<file path="src/rv_isa_pkg.sv">
package rv_isa_pkg;

        ////////////////////////////////////////
        // widths
        ////////////////////////////////////////

        localparam int xlen   = 32;
        localparam int reg_aw = 5;

        ////////////////////////////////////////
        // major opcodes, inst[6:0]
        ////////////////////////////////////////

        typedef enum logic [6:0] {
                op_r      = 7'b0110011,
                op_load   = 7'b0000011,
                op_jalr   = 7'b1100111,
                op_imm    = 7'b0010011,
                op_store  = 7'b0100011,
                op_branch = 7'b1100011,
                op_lui    = 7'b0110111,
                op_auipc  = 7'b0010111,
                op_jal    = 7'b1101111
        } opcode_e;

        ////////////////////////////////////////
        // decoded instruction kinds
        ////////////////////////////////////////

        typedef enum logic [5:0] {
                // R integer
                k_add, k_sub, k_sll, k_slt, k_sltu,
                k_xor, k_srl, k_sra, k_or, k_and,
                // M extension
                k_mul, k_mulh, k_mulhsu, k_mulhu,
                k_div, k_divu, k_rem, k_remu,
                // I arithmetic
                k_addi, k_slti, k_sltiu, k_xori, k_ori,
                k_andi, k_slli, k_srli, k_srai,
                // loads and stores
                k_lb, k_lh, k_lw, k_lbu, k_lhu,
                k_sb, k_sh, k_sw,
                // branches
                k_beq, k_bne, k_blt, k_bge, k_bltu, k_bgeu,
                // upper immediates and jumps
                k_lui, k_auipc, k_jal, k_jalr,
                k_illegal
        } rv_op_e;

endpackage
</file>
<file path="src/decode_pkg.sv">
package decode_pkg;

        import rv_isa_pkg::*;

        // immediate layout selected by the decoder
        typedef enum logic [2:0] {
                fmt_none,
                fmt_i,
                fmt_s,
                fmt_b,
                fmt_u,
                fmt_j
        } imm_fmt_e;

        // captured word and its pc
        typedef struct packed {
                logic [xlen-1:0] pc;
                logic [xlen-1:0] inst;
        } fetch_t;

        typedef struct packed {
                rv_op_e            op;
                logic [reg_aw-1:0] rd;
                logic [reg_aw-1:0] rs1;
                logic [reg_aw-1:0] rs2;
                imm_fmt_e          fmt;
                logic [xlen-1:0]   imm;
                logic              illegal;
        } decoded_t;

        // packet leaving the stage
        typedef struct packed {
                decoded_t        dec;
                logic [xlen-1:0] pc;
                logic [xlen-1:0] target;
                logic            rd_we;
        } issue_t;

endpackage

</file>
<file path="src/decode_stage.sv">
`timescale 1ns/100ps

module decode_stage #(
        parameter bit en_mul = 1'b1
) (
        input  logic                        clk,
        input  logic                        rst,
        input  logic                        inst_valid,
        input  logic [rv_isa_pkg::xlen-1:0] inst_pc,
        input  logic [rv_isa_pkg::xlen-1:0] inst,
        output logic                        out_valid,
        output decode_pkg::issue_t          out
);

        import rv_isa_pkg::*;
        import decode_pkg::*;

        logic            cap_valid;
        fetch_t          cap;
        decoded_t        dec_raw;
        decoded_t        dec;
        logic [xlen-1:0] imm;

        inst_capture u_capture (
                .clk        (clk),
                .rst        (rst),
                .inst_valid (inst_valid),
                .inst_pc    (inst_pc),
                .inst       (inst),
                .cap_valid  (cap_valid),
                .cap        (cap)
        );

        inst_decoder #(.en_mul(en_mul)) u_decoder (
                .cap (cap),
                .dec (dec_raw)
        );

        imm_gen u_imm_gen (
                .inst (cap.inst),
                .fmt  (dec_raw.fmt),
                .imm  (imm)
        );

        // decoded fields with the immediate merged in
        assign dec = '{op: dec_raw.op, rd: dec_raw.rd, rs1: dec_raw.rs1, rs2: dec_raw.rs2,
                       fmt: dec_raw.fmt, imm: imm, illegal: dec_raw.illegal};

        decode_issue u_issue (
                .clk       (clk),
                .rst       (rst),
                .cap_valid (cap_valid),
                .pc        (cap.pc),
                .dec       (dec),
                .out_valid (out_valid),
                .out       (out)
        );

endmodule

</file>
<file path="src/decode_issue.sv">
`timescale 1ns/100ps

module decode_issue (
        input  logic                        clk,
        input  logic                        rst,
        input  logic                        cap_valid,
        input  logic [rv_isa_pkg::xlen-1:0] pc,
        input  decode_pkg::decoded_t        dec,
        output logic                        out_valid,
        output decode_pkg::issue_t          out
);

        import rv_isa_pkg::*;

        logic            is_branch;
        logic            is_store;
        logic            pc_rel;
        logic [xlen-1:0] target;
        logic            rd_we;

        ////////////////////////////////////////
        // target and write enable
        ////////////////////////////////////////

        assign is_branch = dec.op inside {k_beq, k_bne, k_blt, k_bge, k_bltu, k_bgeu};
        assign is_store  = dec.op inside {k_sb, k_sh, k_sw};
        assign pc_rel    = is_branch || (dec.op == k_jal) || (dec.op == k_auipc);

        // jalr needs rs1, so it falls through to pc + 4
        assign target = pc_rel ? pc + dec.imm : pc + 32'd4;

        // x0 is never written
        assign rd_we = !dec.illegal && !is_branch && !is_store && (dec.rd != '0);

        always_ff @(posedge clk) begin
                if (rst) begin
                        out_valid <= 1'b0;
                        out       <= '0;
                end else begin
                        out_valid <= cap_valid;
                        if (cap_valid) begin
                                out.dec    <= dec;
                                out.pc     <= pc;
                                out.target <= target;
                                out.rd_we  <= rd_we;
                        end
                end
        end

endmodule

</file>
<file path="src/imm_gen.sv">
`timescale 1ns/100ps

module imm_gen (
        input  logic [rv_isa_pkg::xlen-1:0] inst,
        input  decode_pkg::imm_fmt_e        fmt,
        output logic [rv_isa_pkg::xlen-1:0] imm
);

        import decode_pkg::*;

        // all forms sign extend from bit 31
        always_comb begin
                case (fmt)
                        fmt_i: begin
                                imm = {{20{inst[31]}}, inst[31:20]};
                        end
                        fmt_s: begin
                                imm = {{20{inst[31]}}, inst[31:25], inst[11:7]};
                        end
                        fmt_b: begin
                                // halfword offset
                                imm = {{19{inst[31]}}, inst[31], inst[7],
                                       inst[30:25], inst[11:8], 1'b0};
                        end
                        fmt_u: begin
                                imm = {inst[31:12], 12'h000};
                        end
                        fmt_j: begin
                                imm = {{11{inst[31]}}, inst[31], inst[19:12],
                                       inst[20], inst[30:21], 1'b0};
                        end
                        default: begin
                                imm = '0;
                        end
                endcase
        end

endmodule

</file>
<file path="src/inst_decoder.sv">
`timescale 1ns/100ps

module inst_decoder #(
        parameter bit en_mul = 1'b1
) (
        input  decode_pkg::fetch_t   cap,
        output decode_pkg::decoded_t dec
);

        import rv_isa_pkg::*;
        import decode_pkg::*;

        opcode_e    opcode;
        logic [2:0] funct3;
        logic [6:0] funct7;
        rv_op_e     kind;
        imm_fmt_e   fmt;

        ////////////////////////////////////////
        // field split
        ////////////////////////////////////////

        assign opcode = opcode_e'(cap.inst[6:0]);
        assign funct3 = cap.inst[14:12];
        assign funct7 = cap.inst[31:25];

        ////////////////////////////////////////
        // classification
        ////////////////////////////////////////

        always_comb begin
                kind = k_illegal;
                fmt  = fmt_none;
                case (opcode)
                        op_r: begin
                                case ({funct7, funct3})
                                        {7'h00, 3'h0}: kind = k_add;
                                        {7'h20, 3'h0}: kind = k_sub;
                                        {7'h00, 3'h1}: kind = k_sll;
                                        {7'h00, 3'h2}: kind = k_slt;
                                        {7'h00, 3'h3}: kind = k_sltu;
                                        {7'h00, 3'h4}: kind = k_xor;
                                        {7'h00, 3'h5}: kind = k_srl;
                                        {7'h20, 3'h5}: kind = k_sra;
                                        {7'h00, 3'h6}: kind = k_or;
                                        {7'h00, 3'h7}: kind = k_and;
                                        // M group, only when multiply is built in
                                        {7'h01, 3'h0}: kind = en_mul ? k_mul : k_illegal;
                                        {7'h01, 3'h1}: kind = en_mul ? k_mulh : k_illegal;
                                        {7'h01, 3'h2}: kind = en_mul ? k_mulhsu : k_illegal;
                                        {7'h01, 3'h3}: kind = en_mul ? k_mulhu : k_illegal;
                                        {7'h01, 3'h4}: kind = en_mul ? k_div : k_illegal;
                                        {7'h01, 3'h5}: kind = en_mul ? k_divu : k_illegal;
                                        {7'h01, 3'h6}: kind = en_mul ? k_rem : k_illegal;
                                        {7'h01, 3'h7}: kind = en_mul ? k_remu : k_illegal;
                                        default:       kind = k_illegal;
                                endcase
                        end
                        op_imm: begin
                                fmt = fmt_i;
                                case (funct3)
                                        3'h0: kind = k_addi;
                                        3'h1: kind = (funct7 == 7'h00) ? k_slli : k_illegal;
                                        3'h2: kind = k_slti;
                                        3'h3: kind = k_sltiu;
                                        3'h4: kind = k_xori;
                                        3'h5: begin
                                                // shamt sits below the funct7 bits
                                                if (funct7 == 7'h00)
                                                        kind = k_srli;
                                                else if (funct7 == 7'h20)
                                                        kind = k_srai;
                                        end
                                        3'h6: kind = k_ori;
                                        default: kind = k_andi;
                                endcase
                        end
                        op_load: begin
                                fmt = fmt_i;
                                case (funct3)
                                        3'h0: kind = k_lb;
                                        3'h1: kind = k_lh;
                                        3'h2: kind = k_lw;
                                        3'h4: kind = k_lbu;
                                        3'h5: kind = k_lhu;
                                        default: kind = k_illegal;
                                endcase
                        end
                        op_store: begin
                                fmt = fmt_s;
                                case (funct3)
                                        3'h0: kind = k_sb;
                                        3'h1: kind = k_sh;
                                        3'h2: kind = k_sw;
                                        default: kind = k_illegal;
                                endcase
                        end
                        op_branch: begin
                                fmt = fmt_b;
                                case (funct3)
                                        3'h0: kind = k_beq;
                                        3'h1: kind = k_bne;
                                        3'h4: kind = k_blt;
                                        3'h5: kind = k_bge;
                                        3'h6: kind = k_bltu;
                                        3'h7: kind = k_bgeu;
                                        default: kind = k_illegal;
                                endcase
                        end
                        op_jalr: begin
                                fmt  = fmt_i;
                                kind = (funct3 == 3'h0) ? k_jalr : k_illegal;
                        end
                        op_lui: begin
                                fmt  = fmt_u;
                                kind = k_lui;
                        end
                        op_auipc: begin
                                fmt  = fmt_u;
                                kind = k_auipc;
                        end
                        op_jal: begin
                                fmt  = fmt_j;
                                kind = k_jal;
                        end
                        default: kind = k_illegal;
                endcase
                // no immediate for anything rejected
                if (kind == k_illegal)
                        fmt = fmt_none;
        end

        ////////////////////////////////////////
        // decoded packet, imm filled in later
        ////////////////////////////////////////

        assign dec.op      = kind;
        assign dec.rd      = cap.inst[11:7];
        assign dec.rs1     = cap.inst[19:15];
        assign dec.rs2     = cap.inst[24:20];
        assign dec.fmt     = fmt;
        assign dec.imm     = '0;
        assign dec.illegal = (kind == k_illegal);

endmodule

</file>
<file path="src/inst_capture.sv">
`timescale 1ns/100ps

module inst_capture (
        input  logic                         clk,
        input  logic                         rst,
        input  logic                         inst_valid,
        input  logic [rv_isa_pkg::xlen-1:0]  inst_pc,
        input  logic [rv_isa_pkg::xlen-1:0]  inst,
        output logic                         cap_valid,
        output decode_pkg::fetch_t           cap
);

        ////////////////////////////////////////
        // input register
        ////////////////////////////////////////

        always_ff @(posedge clk) begin
                if (rst) begin
                        cap_valid <= 1'b0;
                        cap       <= '0;
                end else begin
                        // one cycle behind the strobe
                        cap_valid <= inst_valid;
                        if (inst_valid) begin
                                cap.pc   <= inst_pc;
                                cap.inst <= inst;
                        end
                end
        end

endmodule

</file>
<file path="config.mk">
export PLATFORM = sky130hd
export DESIGN_NAME = decode_stage
export DESIGN_NICKNAME = d
export VERILOG_FILES = /design/src/rv_isa_pkg.sv /design/src/decode_pkg.sv /design/src/decode_stage.sv /design/src/decode_issue.sv /design/src/imm_gen.sv /design/src/inst_decoder.sv /design/src/inst_capture.sv
export SDC_FILE = /design/constraint.sdc
export NUM_CORES = 1
export LEC_CHECK = 0
export BUFFER_PORTS_ARGS = -buffer_cell sky130_fd_sc_hd__buf_2
export CAP_MARGIN = 20
export CORE_UTILIZATION = 40
export CTS_BUF_LIST = sky130_fd_sc_hd__clkbuf_8
export CTS_CLUSTER_SIZE = 40
export DETAILED_ROUTE_END_ITERATION = 10
export SETUP_SLACK_MARGIN = 0.1
export SLEW_MARGIN = 20
export SYNTH_ARGS = -nofsm -noshare
export SYNTH_HDL_FRONTEND = slang
export SYNTH_SLANG_ARGS = --single-unit
</file>
<file path="constraint.sdc">
create_clock -name clk -period 7.1 [get_ports clk]
set_input_delay 1.42 -clock clk [delete_from_list [all_inputs] [get_ports clk]]
set_output_delay 1.42 -clock clk [all_outputs]
set_load 0.005 [all_outputs]
</file>
=== Word-level counts from Yosys, hierarchy flattened ===
Index checks and enable logic that the tools add are counted.

* $add $sub $neg: 2
* Equal/unequal tests: 51
* Muxes and demuxes: 14
* Reduce and logical (&&, ||, !) cells: 16

{| class="wikitable"
|+ Operators by type and width
! cell !! count
|-
| $pmux 32 s5 || 1
|-
| $pmux 6 s18 || 1
|-
| $eq 10x4->1 const B || 8
|-
| $eq 6x6->1 const B || 12
|-
| $pmux 6 s9 || 1
|-
| $pmux 6 s7 || 1
|-
| $eq 10x3->1 const B || 4
|-
| $add 32x3->32 const B || 1
|-
| $add 32x32->32 || 1
|-
| $mux 32 || 1
|-
| $pmux 6 s5 || 1
|-
| $eq 7x6->1 const B || 4
|-
| $pmux 4 s6 || 1
|-
| $eq 7x7->1 const B || 3
|-
| $eq 10x2->1 const B || 2
|-
| $eq 10x9->1 const B || 2
|-
| $eq 3x3->1 const B || 6
|-
| $mux 6 || 3
|-
| $pmux 3 s5 || 1
|-
| $eq 7x5->1 const B || 2
|-
| $eq 3x2->1 const B || 4
|-
| $pmux 4 s3 || 1
|-
| $eq 10x1->1 const B || 1
|-
| $logic_not 10->1 || 1
|-
| other kinds (14) || 20
|}

* Register bits: 188
* Output and inout port bits: 123
* Word-level logic and storage cells: 97

=== Depth between registers and ports, before layout ===
Gate-level depths: netlist of the first run.

* Word-level depth: 11
* Mapped depth: 23

=== Hierarchy ===
Synthesis of the first run repeated with hierarchy kept, for this count alone.

* Cells, all modules: 1,246
* Area total of the unflattened synthesis: 10,620.2 um^2

{| class="wikitable"
|+ By module, submodules not included
! module !! instances !! cells each !! area an instance (um^2) !! sequential area each (um^2)
|-
| decode_issue || 1 || 779 || 6,663.9 || 2,462.4
|-
| inst_capture || 1 || 208 || 2,311.0 || 1,301.2
|-
| inst_decoder || 1 || 193 || 1,255.0 || 0.0
|-
| imm_gen || 1 || 66 || 390.4 || 0.0
|}

=== Least setup slack after synthesis of the first run ===
OpenSTA, ideal clock, no wires.

* Path kind: register -> register
* From: reg, netlist name u_capture.cap[3]
* To: reg, netlist name u_issue.out[25]
* Setup time: 114 ps
* Arrival time: 4,581 ps
* Required time: 6,986 ps
* Path slack: 2,405 ps
* Stages on the path, launching flop included: 24
* Path buffers: 4
* Period minus slack after synthesis: 4,695 ps
* Path through: dfxtp_1 buf_2 nand4bb_1 buf_2 nor3_2 o31a_1 a2111oi_2 a31o_2 or2_2 buf_4 o211ai_2 buf_2 nand2_1 ha_1 a21o_1 a21o_1 a2111oi_0 o32ai_1 a41oi_1 o21ai_0 o31ai_1 xor2_1 a21oi_1 a21o_1

* Longest elaborated chain between the ends: 8
* Elaborated cells between the ends (all ways): 34

{| class="wikitable"
|+ Ends and longest elaborated chain
! item !! line !! text
|-
| $eq 7x7->1 (tied with other cells) || inst_decoder.sv:34 || <nowiki>case (opcode)</nowiki>
|-
| $pmux 6 s9 (tied with other cells) || inst_decoder.sv:34 ||
|-
| $eq 6x6->1 or $pmux 3 s5 (tied branches) || inst_decoder.sv:129, inst_decoder.sv:34 ||
|-
| $mux 3 (*) || inst_decoder.sv:129 || <nowiki>if (kind == k_illegal)</nowiki>
|-
| $eq 3x3->1 (tied with other cells) || imm_gen.sv:13 || <nowiki>case (fmt)</nowiki>
|-
| $pmux 32 s5 (*) || imm_gen.sv:13 ||
|-
| named net imm[13] || decode_stage.sv:22 || <nowiki>logic [xlen-1:0] imm;</nowiki>
|-
| $add 32x32->32 (*) || decode_issue.sv:30 || <nowiki>assign target = pc_rel ? pc + dec.imm : pc + 32'd4;</nowiki>
|-
| $mux 32 (*) || decode_issue.sv:30 ||
|}

The timed path passes the listed nets; every way through them passes the cells marked *.
A chain may end at the register's enable or synchronous reset.

=== Worst setup path after layout of the first run ===
* From: reg, netlist name u_capture.cap[2]
* To: reg, netlist name u_issue.out[25]

* Longest elaborated chain between the ends: 8
* Elaborated cells between the ends (all ways): 34

{| class="wikitable"
|+ Ends and longest elaborated chain
! item !! line
|-
| $eq 7x7->1 (tied with other cells) || inst_decoder.sv:34
|-
| $pmux 6 s9 (tied with other cells) || inst_decoder.sv:34
|-
| $eq 6x6->1 or $pmux 3 s5 (tied branches) || inst_decoder.sv:129, inst_decoder.sv:34
|-
| $mux 3 (*) || inst_decoder.sv:129
|-
| $eq 3x3->1 (tied with other cells) || imm_gen.sv:13
|-
| $pmux 32 s5 (*) || imm_gen.sv:13
|-
| named net imm[13] || decode_stage.sv:22
|-
| $add 32x32->32 (*) || decode_issue.sv:30
|-
| $mux 32 (*) || decode_issue.sv:30
|}

Marked as above.

==> reports/metrics.csv, run 1 <==
metric,value,unit
setup_viol,0,
finalCritPeriodShare,77.6,%
layout-drive-gt1-share,19.1,%
ys_ff_latch,188,
fin_cells,1661,
hpwl,21600,um
clk_latency,490,ps
reg2reg_setup_slack,1590,ps
r2r-start,u_capture.cap[2]$_SDFFE_PP0P_,
rows,57,
slew_headroom,35.3,%
ys_async_sr_fraction,0,%
rsz0062_at_grt,false,
synth-main-ff-cell,dfxtp_1,
nFillCells,2411,
endpoint,u_issue.out[25]$_SDFFE_PP0P_,
final_util,47.3,%
coreArea,24400,um2
synthCells,1187,
critical-path-max-stage-delay,530,ps
vias_per_cell,5.38,
synth_common_cells,"nor2_1 (207), dfxtp_1 (188), mux2i_1 (125), nand2_1 (97), o21ai_0 (56)",
clkTransAtPathRegs,120,ps
hp-class,register to register,
cts-root-buf,clkbuf_8,
dp.cells,1629,
area_growth,15.4,%
startpoint_type,register,
cts_tree,yes,
r2r_cells,19,
final_max_slew_viol_count,0,
finalPower,2.19,mW
io_buffers,189,
wl,29900,um
slowest_stage,nand4bb_1,
finalCriticalPeriod,5510,ps
dieArea,25600,um2
drc_errors,0,
p_per_area,190,nW/um2
finalHoldViolations,0,
path_delay_family,compound AO/OA/AOI/OAI gates,
cp.depth,19,
cts_resized,0,
cp-end-kind,register,
synth-edff-count,0,
power_leakage,5.25,nW
io_pins,190,
yosysMostFrequentCell,nor2_1,
grt_max_degree,87,
post-cts-setup-buffer-count,0,
ys_types,71,
ctsHtreeMaxLevel,4,
dieHeight,160,um
grt_pass1_vias,8422,
cp_max_fo,16,
antenna_found_initial,0,
cts_sinks,188,
status,"complete, no violations",
place_area,11100,um2
fin_area,11500,um2
cts-hold-fix-buffers,0,
cts_inserted_buffers,17,
crit_start,u_capture.cap[2]$_SDFFE_PP0P_,
synth_area,10000,um2
syn_nets,1287,
required,7500,ps
grt_first_pass_wirelength,47000,um
gp_congestion,0.929,
r2r-end,u_issue.out[25]$_SDFFE_PP0P_,
synth_seq_area_share,37.6,%
avgRoutedWirePerCell,18.0,um
timing.critical_path.mode_cell,a21o_1,
cp_num_buf_inv,0,
synth_top_area_share,37.6,%
tightest_slew,970,ps
die_w,160,um
maxCapViolCount,0,
grt_overflow,0,
initial_utilization,41.0,%
fin_nets,1424,
grt.total_usage,23.3,%
drt_first_iter_violations,679,
drt_pass1_iterations,5,
irDropWorstVdd,0.000109,V
synth_largest_area_cell,dfxtp_1,
yosysWarnings,0,
clk_path_buf_depth,2,
via_count,8944,
setup_tns,0,ps
fmax,181,MHz
crit_type,register to register,
critPathArrivalTime,5910,ps
ant_nets,0,
crit_chain,nand4bb_1 > nor3_2 > o31a_1 > o21ai_0 > a31o_2 > or2_2 > o211ai_2 > nand2_1 > ha_1 > a21o_1 > a21o_1 > a2111oi_0 > o32ai_1 > a41oi_1 > o21ai_0 > o31ai_1 > xor2_1 > a21oi_1 > a21o_1,
diodes,0,
fin_skew,17.4,ps
post_synth.cell_area_avg,8.43,um2
synth.area.top_cells,"dfxtp_1 (38%), mux2i_1 (13%), nor2_1 (7.8%), ha_1 (4.0%), nand2_1 (3.6%)",
==> metrics by stage <==
step	worst slack [ps]	hold WS, ps
2_1_floorplan	2410	439
3_3_place_gp	1730	433
3_5_place_dp	1630	436
4_1_cts	1600	455
5_1_grt	972	488
6_report	1590	458
==> area by class of cell <==
cell class	count	area (um2)	area share (%)
Multi-Input combinational cell	894	5840	50.6
Timing Repair Buffer	194	988	8.56
Clock buffer	17	234	2.03
Sequential cell	188	3770	32.6
Inverter	29	109	0.943
Clock inverter	15	204	1.77
Tap cell	324	405	3.51
==> per-layer routing <==
layer	vias up	GRT usage, %	routed length, um
met3	36	4.00	1630
met2	287	38.1	13800
li1	4438	-	-
met5	-	0	0
met1	4183	31.2	13800
met4	0	7.45	593
==> cells by family after synthesis <==
| family | after synthesis | synth area share, % |
|---|---|---|
| AO/OA/AOI/OAI | 240 | 16.5 |
| XOR/XNOR | 53 | 4.78 |
| adder cells (fa/ha/maj) | 33 | 4.20 |
| buffers and inverters | 105 | 4.23 |
| flip-flops | 188 | 37.6 |
| multiplexers | 126 | 12.6 |
| AND/OR/NAND/NOR | 442 | 20.1 |
==> where the power goes <==
| part | switching, mW | total, mW | internal [mW] |
|---|---|---|---|
| Combinational | 0.134 | 0.247 | 0.113 |
| Sequential | 0.0700 | 1.17 | 1.10 |
| Clock | 0.470 | 0.775 | 0.305 |
| Total | 0.674 | 2.19 | 1.52 |
==> registers in the layout, indices dropped and copies added (netlist names) <==
| register | flops |
|---|---|
| u_capture.cap | 64 |
| u_capture.cap_valid | 1 |
| u_issue.out | 122 |
| u_issue.out_valid | 1 |
==> cell usage in the layout (no fill, tap or decap), drive strengths merged, types with 5 or more instances in the layout <==
cell type,Yosys,final
nor2,208,208
buf,26,194
dfxtp,188,188
mux2i,125,125
nand2,97,97
o21ai,57,57
a21oi,55,55
inv,29,35
ha,32,32
xnor2,31,31
nand3,29,29
a211oi,28,28
xor2,21,21
and2,21,21
a21o,18,18
clkbuf,50,17
and3,14,14
nor3,14,14
nor2b,13,13
a311oi,10,10
a31oi,9,9
nand2b,9,9
a22o,9,9
nand4,8,8
clkinv,0,7
o31ai,6,6
nor4,6,6
nand3b,5,5
o211ai,5,5
==> worst register-to-register path: stages (launching register included) <==
cell       delay, ps
dfxtp_1          440
nand4bb_1        530
nor3_2           510
o31a_1           250
o21ai_0          130
a31o_2           250
or2_2            370
o211ai_2         290
nand2_1          120
ha_1             360
a21o_1           190
a21o_1           160
a2111oi_0        370
o32ai_1          150
a41oi_1          360
o21ai_0          210
o31ai_1          290
xor2_1           180
a21oi_1           80
a21o_1           170
==> worst min-delay path by stage <==
stage / start / endpoint / slack (ps) / cells after the start
after floorplan: u_issue.out[10]$_SDFFE_PP0P_ / u_issue.out[10]$_SDFFE_PP0P_ / 440 / 2
after global placement: u_issue.out[10]$_SDFFE_PP0P_ / u_issue.out[10]$_SDFFE_PP0P_ / 430 / 2
after detailed placement: u_issue.out[10]$_SDFFE_PP0P_ / u_issue.out[10]$_SDFFE_PP0P_ / 440 / 2
after CTS: u_issue.out[10]$_SDFFE_PP0P_ / u_issue.out[10]$_SDFFE_PP0P_ / 460 / 2
after global routing: u_issue.out[26]$_SDFFE_PP0P_ / u_issue.out[26]$_SDFFE_PP0P_ / 490 / 2
final: u_issue.out[10]$_SDFFE_PP0P_ / u_issue.out[10]$_SDFFE_PP0P_ / 460 / 2
(Power assumes the default switching activity.)
==> inputs of run 2 (changes only) <==
==> constraint.sdc (replaced) <==
create_clock -name clk -period 5.2 [get_ports clk]
set_input_delay 1.04 -clock clk [delete_from_list [all_inputs] [get_ports clk]]
set_output_delay 1.04 -clock clk [all_outputs]
set_load 0.005 [all_outputs]
==> run 2 against run 1 <==
Core utilization up 3.3 points. Die area is the same. First-iteration DRC count grew 0.88%. Sequential cell count unchanged. Worst setup slack lost 1300 ps. Combinational power up 62%. Clock power is 33% higher. Routed wire length rose by 6.0%. Final cell count rose by 5.8%. Global-route usage increased by 1.3 points. Maximum frequency increased by 13%. Total power increased by 37%. Critical endpoint is now u_issue.out[31]$_SDFFE_PP0P_. Largest power group unchanged.
==> reports/metrics.csv, run 2 (synthesis gave the netlist of run 1 again) <==
metric,value,unit,change
initial_utilization,41.0,%,unchanged
setup_tns,0,ps,unchanged
r2r-start,u_capture.cap[0]$_SDFFE_PP0P_,,
finalHoldViolations,0,,unchanged
cp_max_fo,11,,-5
hold_start,u_issue.out[10]$_SDFFE_PP0P_,,
critPathArrivalTime,5250,ps,-660 ps
required,5570,ps,-1930 ps
dieHeight,160,um,unchanged
coreArea,24400,um2,unchanged
via_count,9326,,+4.3%
setup_viol,0,,unchanged
maxCapViolCount,0,,unchanged
irDropWorstVdd,0.000148,V,+36%
dieArea,25600,um2,unchanged
rsz0062_at_grt,true,,
p_per_area,244,nW/um2,+28%
clk_latency,480,ps,about the same
drt_first_iter_violations,685,,+0.88%
power_leakage,5.75,nW,+9.4%
crit_type,register to register,,
die_w,160,um,unchanged
finalCritPeriodShare,93.8,%,+16 points
layout_common_cells,"nor2_1 (205), buf_2 (187), dfxtp_1 (180)",,
hpwl,23700,um,+9.8%
finalPower,3.01,mW,+37%
fin_skew,13.6,ps,-3.81 ps
crit_start,u_capture.cap[0]$_SDFFE_PP0P_,,
startpoint_type,register,,
avgRoutedWirePerCell,18.0,um,+0.14%
diodes,0,,unchanged
largest_register_ffs,122,,unchanged
ant_nets,0,,unchanged
wl,31700,um,+6.0%
grt_max_degree,92,,+5.7%
gp_congestion,0.936,,+0.75%
tightest_slew,1040,ps,+72.4 ps
io_pins,190,,unchanged
clkTransAtPathRegs,110,ps,about the same
cts_inserted_buffers,17,,unchanged
antenna_found_initial,0,,unchanged
hold_depth,2,,unchanged
drt_pass1_iterations,5,,unchanged
layout-drive-gt1-share,26.0,%,+6.9 points
area_growth,23.5,%,
cp-end-kind,register,,
finalCriticalPeriod,4880,ps,-632 ps
grt_pass1_vias,8820,,+4.7%
final_common_cell,nor2_1,,
status,"complete, no violations",,
fmax,205,MHz,+13%
io_buffers,189,,unchanged
final_max_slew_viol_count,0,,unchanged
grt_first_pass_wirelength,49500,um,+5.3%
reg.largest.list,"u_issue.out (122), u_capture.cap (64)",,
rows,57,,unchanged
fin_nets,1521,,+6.8%
clk_path_buf_depth,2,,unchanged
r2r_cells,21,,+2
drc_errors,0,,unchanged
cts_tree,yes,,
cts-root-buf,clkbuf_8,,
hp-class,register to register,,
vias_per_cell,5.30,,-1.5%
slew_headroom,30.5,%,-4.8 points
ctsHtreeMaxLevel,4,,unchanged
grt_overflow,0,,unchanged
top_register,u_issue.out,,
cts_sinks,188,,unchanged
grt.total_usage,24.6,%,+1.3 points
-- run 2: changes by cell type in the layout (fill, tap and decap cells not counted), moves of 2 or more --
cell        previous run  this run
clkinvlp_4             1         3
nor2_2                 0         2
dfxtp_1              187       180
dfxtp_2                0         7
a21oi_2                0         3
buf_4                  7       104
a21oi_1               55        52
a221oi_1               3         1
a221oi_2               0         2
inv_8                  3         5
clkinv_8               6         2
-- run 2: report_power, final --
group	total [mW]	internal (mW)	switching (mW)
clock network	1.03	0.407	0.622
logic	0.400	0.185	0.215
registers	1.58	1.50	0.0780
total	3.01	2.09	0.915
-- run 2: area by class of cell --
class	count	area [um2]
multi-input combinational	894	5930
clock buffer	17	234
fill	2441	12000
clock inverter	15	176
tap	324	405
inverter	29	109
timing repair buffer	291	1720
sequential	188	3780
-- run 2: final timing paths --
kind	endpoint	slack [ps]
worst max-delay path	u_issue.out[31]$_SDFFE_PP0P_	320
worst min-delay path	u_issue.out[10]$_SDFFE_PP0P_	450
worst max register to register	u_issue.out[31]$_SDFFE_PP0P_	320
worst min register to register	u_issue.out[10]$_SDFFE_PP0P_	450
-- run 2: stage by stage --
step                      cell area, um2  std cells  worst slack (ps)  utilization (%)  hold slack (ps)
after CTS                          12200       1757               119             50.1              451
after detailed placement           11800       1725               183             48.5              435
final                              12400       1758               322             50.6              454
after floorplan                    10000       1187               505                -              439
after global placement             11800       1725               223             48.5              431
after global routing               12400       1758              38.3             50.6              474
-- run 2: critical path: stages, from the launching register on --
cell and delay (ps):
dfxtp_2 410, nor4bb_2 320, buf_4 170, nand3_1 170, nor2_1 200, o21ai_0 160
a31o_2 300, or2_2 360, a21boi_4 190, and2_2 320, a21oi_1 230, inv_1 110
ha_1 320, a21oi_1 150, nor2b_1 60, o21ai_0 150, nand2b_1 90, or3b_2 460
o21ai_0 190, xor2_1 170, a21oi_1 80, a21o_1 180
-- run 2: timing repair --
item                                    in CTS  in global routing
endpoints found under the setup margin       0                 12
hold buffers                                 0                  0
setup buffers                                0                  1
resized for setup                            0                 26
-- run 2: per-layer routing --
metal	up-vias	global-route usage [%]	routed length [um]
li1	4616	-	-
met1	4377	33.1	14700
met2	295	40.2	14600
met3	38	4.03	1670
met4	0	7.66	693
met5	-	0	0
==> inputs of run 3 (changes only) <==
--- a/config.mk
+++ b/config.mk
@@ -7,10 +7,11 @@
 export LEC_CHECK = 0
 export BUFFER_PORTS_ARGS = -buffer_cell sky130_fd_sc_hd__buf_2
 export CAP_MARGIN = 20
-export CORE_UTILIZATION = 40
+export CORE_UTILIZATION = 30
 export CTS_BUF_LIST = sky130_fd_sc_hd__clkbuf_8
 export CTS_CLUSTER_SIZE = 40
 export DETAILED_ROUTE_END_ITERATION = 10
+export PLACE_DENSITY = 0.54
 export SETUP_SLACK_MARGIN = 0.1
 export SLEW_MARGIN = 20
 export SYNTH_ARGS = -nofsm -noshare
==> run 3 against run 2 <==
Sequential power barely moved. Total power rose by 0.72%. Critical path type unchanged. Worst hold slack got worse by 0.98 ps. Non-clock buffer count rose by 27. Count of clock-buffer cells in the layout rose by 1. Clock skew rose by 5.1 ps. Global-route usage fell by 5.0 points. Sequential share of layout area fell by 0.88 points. Combinational power rose by 4%. Critical endpoint unchanged. Cell area rose by 2.9%. Worst setup slack improved by 130 ps.
==> reports/metrics.csv, run 3 (synthesis gave the netlist of run 1 again) <==
metric,value,unit,change
cp_max_fo,4,,-7
fmax,211,MHz,+2.8%
drt_first_iter_violations,414,,-40%
layout-drive-gt1-share,27.2,%,+1.2 points
ant_nets,0,,unchanged
rows,66,,+16%
slew_headroom,34.0,%,+3.5 points
clkTransAtPathRegs,110,ps,about the same
dieHeight,185,um,+15%
critPathArrivalTime,5140,ps,-110 ps
grt_pass1_vias,8739,,-0.92%
die_w,185,um,+15%
rsz0062_at_grt,false,,
largest_register_ffs,122,,unchanged
cts_tree,yes,,
final_max_slew_viol_count,0,,unchanged
grt_overflow,0,,unchanged
irDropWorstVdd,0.000138,V,-6.9%
cts-hold-fix-buffers,0,,unchanged
cp-end-kind,register,,
grt.total_usage,19.6,%,-5.0 points
cts_inserted_buffers,17,,unchanged
final_common_cell,nor2_1,,
status,"complete, no violations",,
setup_tns,0,ps,unchanged
crit_start,u_capture.cap[3]$_SDFFE_PP0P_,,
ctsHtreeMaxLevel,4,,unchanged
drc_errors,0,,unchanged
reg2reg_setup_slack,460,ps,+130 ps
grt_first_pass_wirelength,50600,um,+2.2%
fin_nets,1548,,+1.8%
via_count,9319,,-0.075%
diodes,0,,unchanged
layout_common_cells,"nor2_1 (206), buf_2 (187), dfxtp_1 (181)",,
io_pins,190,,unchanged
crit_type,register to register,,
coreArea,32700,um2,+34%
reg.largest.list,"u_issue.out (122), u_capture.cap (64)",,
fin_skew,18.7,ps,+5.07 ps
io_buffers,189,,unchanged
dieArea,34100,um2,+33%
post-cts-setup-buffer-count,0,,unchanged
tightest_slew,990,ps,-52.2 ps
p_per_area,238,nW/um2,-2.2%
power_leakage,5.90,nW,+2.6%
r2r-start,u_capture.cap[3]$_SDFFE_PP0P_,,
initial_utilization,30.6,%,-10 points
startpoint_type,register,,
drt_pass1_iterations,5,,unchanged
finalHoldViolations,0,,unchanged
cts-root-buf,clkbuf_8,,
clk_latency,490,ps,about the same
whs,453,ps,-0.979 ps
required,5590,ps,+20 ps
grt_max_degree,89,,-3.3%
avgRoutedWirePerCell,17.5,um,-3.1%
vias_per_cell,4.90,,-7.7%
top_register,u_issue.out,,
cts_sinks,188,,unchanged
area_growth,27.1,%,
wl,33300,um,+4.9%
setup_viol,0,,unchanged
finalCriticalPeriod,4740,ps,-134 ps
hpwl,25300,um,+6.8%
finalCritPeriodShare,91.2,%,-2.6 points
gp_congestion,0.879,,-6.2%
clk_path_buf_depth,2,,unchanged
maxCapViolCount,0,,unchanged
hold_start,u_issue.out[10]$_SDFFE_PP0P_,,
hp-class,register to register,,
nFillCells,3456,,+42%
antenna_found_initial,1,,+1
-- run 3: cell types whose count changed in the layout (fill, tap and decap cells not counted), moves of 2 or more --
cell | before | now
nor2_2 | 2 | 0
inv_1 | 29 | 31
clkinv_8 | 2 | 0
clkinvlp_4 | 3 | 1
nor3_2 | 2 | 0
a2111oi_2 | 0 | 2
buf_4 | 104 | 131
inv_8 | 5 | 3
-- run 3: power by group --
part | switching, mW | internal, mW | total (mW)
combinational | 0.223 | 0.193 | 0.416
clock | 0.587 | 0.453 | 1.04
sequential | 0.0735 | 1.50 | 1.57
total | 0.883 | 2.15 | 3.03
-- run 3: worst paths after layout --
path              depth (start not counted)                           end
setup / recovery                         23  u_issue.out[31]$_SDFFE_PP0P_
hold / removal                            2  u_issue.out[10]$_SDFFE_PP0P_
setup reg to reg                         23  u_issue.out[31]$_SDFFE_PP0P_
hold reg to reg                           2  u_issue.out[10]$_SDFFE_PP0P_
-- run 3: layout make-up --
| cell class | count | area (um2) | share of cell area [%] |
|---|---|---|---|
| well taps | 442 | 553 | 4.35 |
| clock buffers | 18 | 248 | 1.95 |
| clock inverters | 14 | 161 | 1.27 |
| inverters | 29 | 109 | 0.856 |
| repair buffers | 318 | 1920 | 15.1 |
| multi-input cells | 894 | 5950 | 46.8 |
| flip-flops and latches | 188 | 3770 | 29.7 |
-- run 3: critical path, stage by stage (launching register included) --
cell and delay (ps):
dfxtp_1 340, buf_4 140, nand3b_1 240, a211o_1 300
a32o_1 300, o31ai_1 270, a31o_2 230, buf_4 120
nor2_1 30, nor2_1 190, ha_1 210, inv_1 60
fa_1 390, nor2b_1 180, o211ai_1 140, a211oi_2 280
or2_2 200, a41oi_4 140, o21ai_0 220, buf_4 160
o21ai_1 80, xor2_1 180, a21oi_1 100, a21o_1 150
-- run 3: what timing repair did --
| item | in CTS | in global routing |
|---|---|---|
| hold endpoints to repair | 0 | 0 |
| gates resized for setup | 0 | 30 |
| endpoints found under the setup margin | 0 | 18 |
-- run 3: stage by stage --
stage          util, %  worst slack, ps  total power, mW  area, um2  cells
3_3_place_gp      37.3              159             2.02      12200   1871
4_1_cts           38.5              113             3.08      12600   1903
3_5_place_dp      37.3              155             2.02      12200   1871
2_1_floorplan        -              505             1.83      10000   1187
5_1_grt           38.9              135             3.17      12700   1903
6_report          38.9              455             3.03      12700   1903
-- run 3: per-layer routing --
layer	GRT usage [%]	wire length, um
met1	25.8	15600
met2	31.5	15300
met3	4.27	1640
met4	6.57	775
met5	0	11
